===== src/hw/kvs_pkg.sv =====
package kvs_pkg;

   ////////////////////////////////////////////////////////////////////////////
   // stream word format
   ////////////////////////////////////////////////////////////////////////////

   localparam int DATA_WIDTH = 64;
   localparam int KEEP_WIDTH = 8;

   // lane fan-out
   localparam int NUM_LANES      = 4;
   localparam int LANE_IDX_WIDTH = 2;
   localparam int LANE_DEPTH     = 8;

   // statistics taps
   localparam int CNT_WIDTH = 32;

   ////////////////////////////////////////////////////////////////////////////
   // host register map
   ////////////////////////////////////////////////////////////////////////////

   localparam int APB_ADDR_WIDTH = 8;
   localparam int APB_DATA_WIDTH = 32;

   localparam int REG_CLEAR_ADDR   = 'h00;
   // lane n packet count at base + n*stride, word count 4 above it
   localparam int REG_STATS_BASE   = 'h10;
   localparam int REG_LANE_STRIDE  = 8;
   localparam int REG_WORDS_OFFSET = 4;

endpackage


===== src/hw/pkt_stream_if.sv =====
`timescale 1ns/1ps

interface pkt_stream_if;
   import kvs_pkg::*;

   // one word of a packet, last marks the final word
   logic [DATA_WIDTH-1:0] data;
   logic [KEEP_WIDTH-1:0] keep;
   logic                  last;

   // handshake, transfer when both are high at the clock edge
   logic                  valid;
   logic                  ready;

   modport source (
      output data,
      output keep,
      output last,
      output valid,
      input  ready
   );

   modport sink (
      input  data,
      input  keep,
      input  last,
      input  valid,
      output ready
   );

endinterface


===== src/hw/pkt_dispatch.sv =====
`timescale 1ns/1ps

module pkt_dispatch (
   input  logic                          axi_clk,
   input  logic                          rst,
   input  logic [kvs_pkg::DATA_WIDTH-1:0] in_data,
   input  logic [kvs_pkg::KEEP_WIDTH-1:0] in_keep,
   input  logic                          in_last,
   input  logic                          in_valid,
   output logic                          in_ready,
   pkt_stream_if.source                  lanes [kvs_pkg::NUM_LANES]
);
   import kvs_pkg::*;

   logic [LANE_IDX_WIDTH-1:0] lane_ptr;
   logic [NUM_LANES-1:0]      lane_ready;
   logic                      last_accepted;

   ////////////////////////////////////////////////////////////////////////////
   // steering
   ////////////////////////////////////////////////////////////////////////////

   // payload goes to every lane, only the selected one sees valid
   for (genvar g = 0; g < NUM_LANES; g++) begin : g_steer
      assign lanes[g].data  = in_data;
      assign lanes[g].keep  = in_keep;
      assign lanes[g].last  = in_last;
      assign lanes[g].valid = in_valid && (lane_ptr == LANE_IDX_WIDTH'(g));
      assign lane_ready[g]  = lanes[g].ready;
   end

   assign in_ready = lane_ready[lane_ptr];

   assign last_accepted = in_valid && in_ready && in_last;

   ////////////////////////////////////////////////////////////////////////////
   // round-robin pointer
   ////////////////////////////////////////////////////////////////////////////

   // move on only at a packet boundary so packets never split
   always_ff @(posedge axi_clk) begin
      if (rst) begin
         lane_ptr <= '0;
      end else if (last_accepted) begin
         if (lane_ptr == LANE_IDX_WIDTH'(NUM_LANES - 1)) begin
            lane_ptr <= '0;
         end else begin
            lane_ptr <= lane_ptr + 1'b1;
         end
      end
   end

endmodule


===== src/hw/pkt_lane.sv =====
`timescale 1ns/1ps

module pkt_lane (
   input  logic                          axi_clk,
   input  logic                          rst,
   pkt_stream_if.sink                    in,
   pkt_stream_if.source                  out,
   input  logic                          clear,
   output logic [kvs_pkg::CNT_WIDTH-1:0] pkt_count,
   output logic [kvs_pkg::CNT_WIDTH-1:0] word_count
);
   import kvs_pkg::*;

   // word storage, data keep and last side by side
   logic [DATA_WIDTH-1:0] mem_data [LANE_DEPTH];
   logic [KEEP_WIDTH-1:0] mem_keep [LANE_DEPTH];
   logic                  mem_last [LANE_DEPTH];

   logic [$clog2(LANE_DEPTH)-1:0] wr_ptr;
   logic [$clog2(LANE_DEPTH)-1:0] rd_ptr;
   logic [$clog2(LANE_DEPTH):0]   fill;

   logic push;
   logic pop;

   ////////////////////////////////////////////////////////////////////////////
   // handshake
   ////////////////////////////////////////////////////////////////////////////

   assign in.ready  = (fill != ($clog2(LANE_DEPTH) + 1)'(LANE_DEPTH));
   assign out.valid = (fill != '0);

   assign push = in.valid && in.ready;
   assign pop  = out.valid && out.ready;

   assign out.data = mem_data[rd_ptr];
   assign out.keep = mem_keep[rd_ptr];
   assign out.last = mem_last[rd_ptr];

   ////////////////////////////////////////////////////////////////////////////
   // circular buffer
   ////////////////////////////////////////////////////////////////////////////

   always_ff @(posedge axi_clk) begin
      if (push) begin
         mem_data[wr_ptr] <= in.data;
         mem_keep[wr_ptr] <= in.keep;
         mem_last[wr_ptr] <= in.last;
      end
   end

   // depth is a power of two, pointers wrap on their own
   always_ff @(posedge axi_clk) begin
      if (rst) begin
         wr_ptr <= '0;
         rd_ptr <= '0;
         fill   <= '0;
      end else begin
         if (push) begin
            wr_ptr <= wr_ptr + 1'b1;
         end
         if (pop) begin
            rd_ptr <= rd_ptr + 1'b1;
         end
         case ({push, pop})
            2'b10:   fill <= fill + 1'b1;
            2'b01:   fill <= fill - 1'b1;
            default: fill <= fill;
         endcase
      end
   end

   // statistics tap, clear beats a same-cycle word
   always_ff @(posedge axi_clk) begin
      if (rst || clear) begin
         pkt_count  <= '0;
         word_count <= '0;
      end else if (push) begin
         word_count <= word_count + 1'b1;
         if (in.last) begin
            pkt_count <= pkt_count + 1'b1;
         end
      end
   end

endmodule


===== src/hw/pkt_collect.sv =====
`timescale 1ns/1ps

module pkt_collect (
   input  logic                           axi_clk,
   input  logic                           rst,
   pkt_stream_if.sink                     lanes [kvs_pkg::NUM_LANES],
   output logic [kvs_pkg::DATA_WIDTH-1:0] out_data,
   output logic [kvs_pkg::KEEP_WIDTH-1:0] out_keep,
   output logic                           out_last,
   output logic                           out_valid,
   input  logic                           out_ready
);
   import kvs_pkg::*;

   logic [LANE_IDX_WIDTH-1:0] lane_ptr;

   // lane outputs gathered into plain arrays for the mux
   logic [DATA_WIDTH-1:0] lane_data [NUM_LANES];
   logic [KEEP_WIDTH-1:0] lane_keep [NUM_LANES];
   logic [NUM_LANES-1:0]  lane_last;
   logic [NUM_LANES-1:0]  lane_valid;

   for (genvar g = 0; g < NUM_LANES; g++) begin : g_gather
      assign lane_data[g]   = lanes[g].data;
      assign lane_keep[g]   = lanes[g].keep;
      assign lane_last[g]   = lanes[g].last;
      assign lane_valid[g]  = lanes[g].valid;
      // only the lane being drained sees out_ready
      assign lanes[g].ready = out_ready && (lane_ptr == LANE_IDX_WIDTH'(g));
   end

   ////////////////////////////////////////////////////////////////////////////
   // output mux
   ////////////////////////////////////////////////////////////////////////////

   assign out_data  = lane_data[lane_ptr];
   assign out_keep  = lane_keep[lane_ptr];
   assign out_last  = lane_last[lane_ptr];
   assign out_valid = lane_valid[lane_ptr];

   // follows the dispatcher order, one packet per lane
   always_ff @(posedge axi_clk) begin
      if (rst) begin
         lane_ptr <= '0;
      end else if (out_valid && out_ready && out_last) begin
         if (lane_ptr == LANE_IDX_WIDTH'(NUM_LANES - 1)) begin
            lane_ptr <= '0;
         end else begin
            lane_ptr <= lane_ptr + 1'b1;
         end
      end
   end

endmodule


===== src/hw/stats_regs.sv =====
`timescale 1ns/1ps

module stats_regs (
   input  logic                                                axi_clk,
   input  logic                                                rst,
   input  logic                                                psel,
   input  logic                                                penable,
   input  logic                                                pwrite,
   input  logic [kvs_pkg::APB_ADDR_WIDTH-1:0]                  paddr,
   input  logic [kvs_pkg::APB_DATA_WIDTH-1:0]                  pwdata,
   output logic [kvs_pkg::APB_DATA_WIDTH-1:0]                  prdata,
   input  logic [kvs_pkg::NUM_LANES-1:0][kvs_pkg::CNT_WIDTH-1:0] pkt_counts,
   input  logic [kvs_pkg::NUM_LANES-1:0][kvs_pkg::CNT_WIDTH-1:0] word_counts,
   output logic [kvs_pkg::NUM_LANES-1:0]                       clear
);
   import kvs_pkg::*;

   logic wr_access;
   logic rd_select;

   // zero wait states, writes land in the access phase
   assign wr_access = psel && penable && pwrite;
   assign rd_select = psel && !pwrite;

   ////////////////////////////////////////////////////////////////////////////
   // clear register
   ////////////////////////////////////////////////////////////////////////////

   // one-cycle pulse per masked lane, low again on the next edge
   always_ff @(posedge axi_clk) begin
      if (rst) begin
         clear <= '0;
      end else if (wr_access && (paddr == APB_ADDR_WIDTH'(REG_CLEAR_ADDR))) begin
         clear <= pwdata[NUM_LANES-1:0];
      end else begin
         clear <= '0;
      end
   end

   ////////////////////////////////////////////////////////////////////////////
   // read mux
   ////////////////////////////////////////////////////////////////////////////

   // clear register and holes read back as zero
   always_comb begin
      prdata = '0;
      if (rd_select) begin
         for (int i = 0; i < NUM_LANES; i++) begin
            if (paddr == APB_ADDR_WIDTH'(REG_STATS_BASE + i * REG_LANE_STRIDE)) begin
               prdata = pkt_counts[i];
            end
            if (paddr == APB_ADDR_WIDTH'(REG_STATS_BASE + i * REG_LANE_STRIDE
                                         + REG_WORDS_OFFSET)) begin
               prdata = word_counts[i];
            end
         end
      end
   end

endmodule


===== src/hw/kvs_stream_top.sv =====
`timescale 1ns/1ps

module kvs_stream_top (
   input  logic                              axi_clk,
   input  logic                              rst,
   // packet input
   input  logic [kvs_pkg::DATA_WIDTH-1:0]     in_data,
   input  logic [kvs_pkg::KEEP_WIDTH-1:0]     in_keep,
   input  logic                              in_last,
   input  logic                              in_valid,
   output logic                              in_ready,
   // packet output
   output logic [kvs_pkg::DATA_WIDTH-1:0]     out_data,
   output logic [kvs_pkg::KEEP_WIDTH-1:0]     out_keep,
   output logic                              out_last,
   output logic                              out_valid,
   input  logic                              out_ready,
   // host access to the counters
   input  logic                              psel,
   input  logic                              penable,
   input  logic                              pwrite,
   input  logic [kvs_pkg::APB_ADDR_WIDTH-1:0] paddr,
   input  logic [kvs_pkg::APB_DATA_WIDTH-1:0] pwdata,
   output logic [kvs_pkg::APB_DATA_WIDTH-1:0] prdata
);
   import kvs_pkg::*;

   pkt_stream_if lane_in  [NUM_LANES] ();
   pkt_stream_if lane_out [NUM_LANES] ();

   logic [NUM_LANES-1:0][CNT_WIDTH-1:0] pkt_counts;
   logic [NUM_LANES-1:0][CNT_WIDTH-1:0] word_counts;
   logic [NUM_LANES-1:0]                clear;

   ////////////////////////////////////////////////////////////////////////////
   // stream path
   ////////////////////////////////////////////////////////////////////////////

   pkt_dispatch dispatch_i (
      .axi_clk  (axi_clk),
      .rst      (rst),
      .in_data  (in_data),
      .in_keep  (in_keep),
      .in_last  (in_last),
      .in_valid (in_valid),
      .in_ready (in_ready),
      .lanes    (lane_in)
   );

   for (genvar g = 0; g < NUM_LANES; g++) begin : g_lane
      pkt_lane lane_i (
         .axi_clk    (axi_clk),
         .rst        (rst),
         .in         (lane_in[g]),
         .out        (lane_out[g]),
         .clear      (clear[g]),
         .pkt_count  (pkt_counts[g]),
         .word_count (word_counts[g])
      );
   end

   pkt_collect collect_i (
      .axi_clk   (axi_clk),
      .rst       (rst),
      .lanes     (lane_out),
      .out_data  (out_data),
      .out_keep  (out_keep),
      .out_last  (out_last),
      .out_valid (out_valid),
      .out_ready (out_ready)
   );

   // counter readout and clear
   stats_regs regs_i (
      .axi_clk     (axi_clk),
      .rst         (rst),
      .psel        (psel),
      .penable     (penable),
      .pwrite      (pwrite),
      .paddr       (paddr),
      .pwdata      (pwdata),
      .prdata      (prdata),
      .pkt_counts  (pkt_counts),
      .word_counts (word_counts),
      .clear       (clear)
   );

endmodule


===== config.mk =====
export PLATFORM = sky130hd
export DESIGN_NAME = kvs_stream_top
export DESIGN_NICKNAME = d
export VERILOG_FILES = /design/src/hw/kvs_pkg.sv /design/src/hw/pkt_stream_if.sv /design/src/hw/pkt_dispatch.sv /design/src/hw/pkt_lane.sv /design/src/hw/pkt_collect.sv /design/src/hw/stats_regs.sv /design/src/hw/kvs_stream_top.sv
export SDC_FILE = /design/constraint.sdc
export NUM_CORES = 2
export LEC_CHECK = 0
export BUFFER_PORTS_ARGS = -buffer_cell sky130_fd_sc_hd__buf_4
export CORE_ASPECT_RATIO = 1.25
export CORE_MARGIN = 1.5
export CORE_UTILIZATION = 25
export CTS_CLUSTER_DIAMETER = 80
export DETAILED_ROUTE_END_ITERATION = 10
export PLACE_DENSITY = 0.44
export SLEW_MARGIN = 20
export SYNTH_ARGS = -nofsm -noshare
export SYNTH_HDL_FRONTEND = slang
export SYNTH_SLANG_ARGS = --single-unit

===== constraint.sdc =====
create_clock -name axi_clk -period 10.5 [get_ports axi_clk]
set_input_delay 0 -clock axi_clk [delete_from_list [all_inputs] [get_ports axi_clk]]
set_output_delay 0 -clock axi_clk [all_outputs]
set_load 0.1 [all_outputs]

==> summary.txt <==
Timing
  • Tcrit/Tclk final: 47.1%
  • Total Negative Setup Slacks: 0 ns
  • RSZ-0062 raised after global routing: false
  • Measured slew at the worst slew-check pin: 1.12 ns
  • Final hold violations: 0
  • Max frequency: 0.202 GHz
  • Worst clock skew on the final layout: 0.0590 ns
  • Worst-case setup margin in the final layout: 5.55 ns
  • Total count of max-transition violations in the final report: 0
  • Shortest clock period the worst path allows after layout: 4.95 ns
  • Hold slack final: 0.0763 ns
  • Worst slew margin relative to its limit: 25.4%
  • Final number of setup-violating endpoints: 0

Logic synthesis
  • Distinct cell type count of the synthesized netlist: 64
  • Post-synthesis sequential element count: 2,652
  • Synth top area cells: edfxtp_1 67%, mux4_2 14%, dfxtp_1 6.0%
  • Synth Flop Type: edfxtp_1
  • Total number of yosys warnings: 0
  • Library cell occupying the most area in the post-synthesis netlist: edfxtp_1
  • Net count after synthesis: 5,691
  • Seq/Total Area, Yosys: 72.6%
  • Cell area after synthesis: 105,000 um^2
  • Gate count after technology mapping: 5,531
  • Top-area cell type share of the netlist area: 66.6%
  • Async S/R FF share, synth: 0%
  • EDFF count, synth: 2,336
  • Average instance area after synthesis: 19.0 um^2

Clock tree
  • Total clock buffers created by CTS: 299
  • CTS root buf: clkbuf_16
  • Clock Sinks: 2,652
  • Insertion delay to the later sink of the worst-skew pair: 0.95 ns
  • H-tree depth: 5
  • Post-CTS resize count: 0
  • CTS tree: built
  • Clock transition at the registers of the reported paths: 0.06 ns
  • Buffer levels on the longest clock path: 4

Die
  • Number of placement rows: 266
  • I/O pin cnt: 227
  • Die footprint: 425,000 um^2
  • Die width: 584 um
  • Effective utilization at floorplan: 25.1%
  • Vert. Die Dim: 729 um
  • Placeable core area: 420,000 um^2

Power
  • Cell Int Power: 18.4 mW
  • Power density relative to cell area: 202 nW/um^2
  • Part of the power in registers: 46.4%
  • Sw frac: 27.1%
  • Worst-case vdd ir drop: 0.000136 V
  • Comb pwr share: 12.8%
  • Leak Pwr: 38.4 nW
  • Part of the total power dissipated in the clock network: 40.8%
  • NetSw: 6.85 mW

Worst setup path
  • Flop2flop setup slack: 5.99 ns
  • CP Data Arrival Time: 4.95 ns
  • Crit start category: flip-flop
  • Crit Path Class: reg2out
  • Critical Path Sink Type: primary output
  • Required time of the worst setup path: 10.50 ns
  • Maximum fanout encountered on the critical timing path: 42

Final layout
  • Commonest cells after routing, fill and taps aside: 2,336 x edfxtp_1, 655 x mux4_2, 328 x mux2i_1
  • Most common library cell in the layout ignoring fill and taps: edfxtp_1
  • Layout cell share with drive strength beyond 1: 23.7%
  • Fill cell count: 41,200
  • Post-route insts no fill: 11,900
  • Area growth syn-to-layout: 18.6%
  • Nets: 6,171
  • Fin area: 125,000 um^2

Min path
  • Classification of the worst-slack hold path: in2reg

Placed design
  • Placement-stage cell area: 114,000 um^2
  • Worst slack at placement: 6.11 ns
  • Inst Count DP: 11,200
  • HPWL after detailed placement: 165 mm
  • IO buf count: 198
  • GP Congestion: 0.783

Routing
  • Overall routed net length: 308 mm
  • Detailed-routing iteration count for the pre-antenna-repair pass: 6
  • Number of remaining DRC errors: 0
  • WL/cell: 25.9 um
  • Number of nets with antenna violations after routing: 0
  • Via/cell ratio: 4.62
  • First-iteration detailed-routing DRC count: 4,215
  • Via count: 54,900

Global route
  • Initial antenna violation count: 35
  • First-pass GRT wire length: 434 mm
  • Number of global-route vias before repair: 57,500
  • GR Util All Layers: 14.3%
  • Pin count of the biggest net entering global routing: 74
  • Total congestion overflow: 0

Outcome
  • Result of the run: complete, no violations

Flow run
  • Number of max-cap violations: 0
## layer usage
layer | vias up | GRT usage [%] | share of wire, % | wire (um)
met2 | 1155 | 25.0 | 51 | 156000
met4 | 8 | 3.45 | 2.3 | 7120
met3 | 395 | 2.04 | 4.3 | 13300
li1 | 23500 | - | - | -
met1 | 29800 | 18.4 | 43 | 132000
met5 | - | 0 | 0.018 | 56
## area by class of cell
cell class | count | area, um^2 | share of cell area, %
flip-flops and latches | 2652 | 76500 | 61.3
multi-input cells | 2470 | 27400 | 21.9
clock buffers | 377 | 7990 | 6.40
well taps | 5628 | 7040 | 5.64
repair buffers | 458 | 3890 | 3.11
clock inverters | 153 | 1520 | 1.22
inverters | 130 | 508 | 0.407
diodes | 11 | 27.5 | 0.0220
## power by group through the flow
stage	clock (mW)	sequential, mW	combinational (mW)
after floorplan	0	11.9	2.19
after global placement	0	11.9	3.27
after detailed placement	0	11.9	3.28
after CTS	10.6	11.7	3.34
after global routing	11.0	11.7	3.41
final	10.3	11.7	3.24
## registers in the layout (all words and copies together) (netlist names), named ones only
| register | cells |
|---|---|
| collect_i.lane_ptr | 2 |
| dispatch_i.lane_ptr | 2 |
| g_lane.lane_i.fill | 16 |
| g_lane.lane_i.mem_data | 2048 |
| g_lane.lane_i.mem_keep | 256 |
| g_lane.lane_i.mem_last | 32 |
| g_lane.lane_i.pkt_count | 128 |
| g_lane.lane_i.rd_ptr | 12 |
| g_lane.lane_i.word_count | 128 |
| g_lane.lane_i.wr_ptr | 12 |
| regs_i.clear | 4 |
## path summary, 6_finish.rpt
check / cells after the start / endpoint / start
setup reg to reg: 8 / collect_i.lane_ptr[1] / flip-flop
hold / removal: 2 / g_lane[0].lane_i.mem_data[7][18] / in_data[18]
hold reg to reg: 2 / g_lane[3].lane_i.word_count[31] / g_lane[3].lane_i.word_count[31]
setup / recovery: 7 / out_data[54] / flip-flop
## critical path, stage by stage (launching register included)
cell	delay (ns)
dfxtp_4	0.87
buf_4	0.75
buf_4	0.82
mux4_2	0.35
mux2i_1	0.09
mux4_2	0.50
inv_1	0.24
buf_4	0.35
## cell families (layout without fill, tap and decap cells)
logic type,count (synthesis),count (layout),synth area share [%]
XOR/XNOR,188,188,1.56
buffers and inverters,409,1118,1.55
adder cells (fa/ha/maj),40,40,0.504
flip-flops,2652,2652,72.6
multiplexers,993,993,17.2
other,0,11,0
AND/OR/NAND/NOR,905,905,4.51
AO/OA/AOI/OAI,344,344,2.04
## stage by stage
step                      power [mW]  utilization [%]
after floorplan                 14.1                -
after global placement          15.2             27.2
after detailed placement        15.2             27.2
after CTS                       25.7             29.8
after global routing            26.1             29.8
final                           25.3             29.8
## Yosys cell counts (4+ instances only)
cell type,count
nor3b_1,9
a31oi_1,31
dfxtp_1,316
nand2_1,140
nor4_1,36
o31ai_1,31
nor3_1,52
or2_2,7
and2_1,25
fa_1,4
nor2b_1,6
and4_1,32
a21oi_1,132
xnor2_1,100
or4b_2,4
buf_1,34
o221ai_1,4
inv_1,128
buf_2,66
xor2_1,88
edfxtp_1,2336
nor4b_1,11
mux2_2,10
a22oi_1,34
nand4_1,77
or4_1,38
a222oi_1,26
ha_1,36
a211oi_1,6
o21ai_0,59
o2bb2ai_1,4
nor2_1,264
a21o_1,5
mux4_2,655
or3_1,63
clkbuf_1,176
nand3_1,85
mux2i_1,328
and3_1,33
## timing repair
action / in CTS / in global routing
hold buffers: 136 / 0
buffers inserted: 0 / 0
endpoints found under the setup margin: 0 / 0
endpoints found under the hold margin: 2523 / 0
Note: power is estimated with default switching activity, not from simulation.
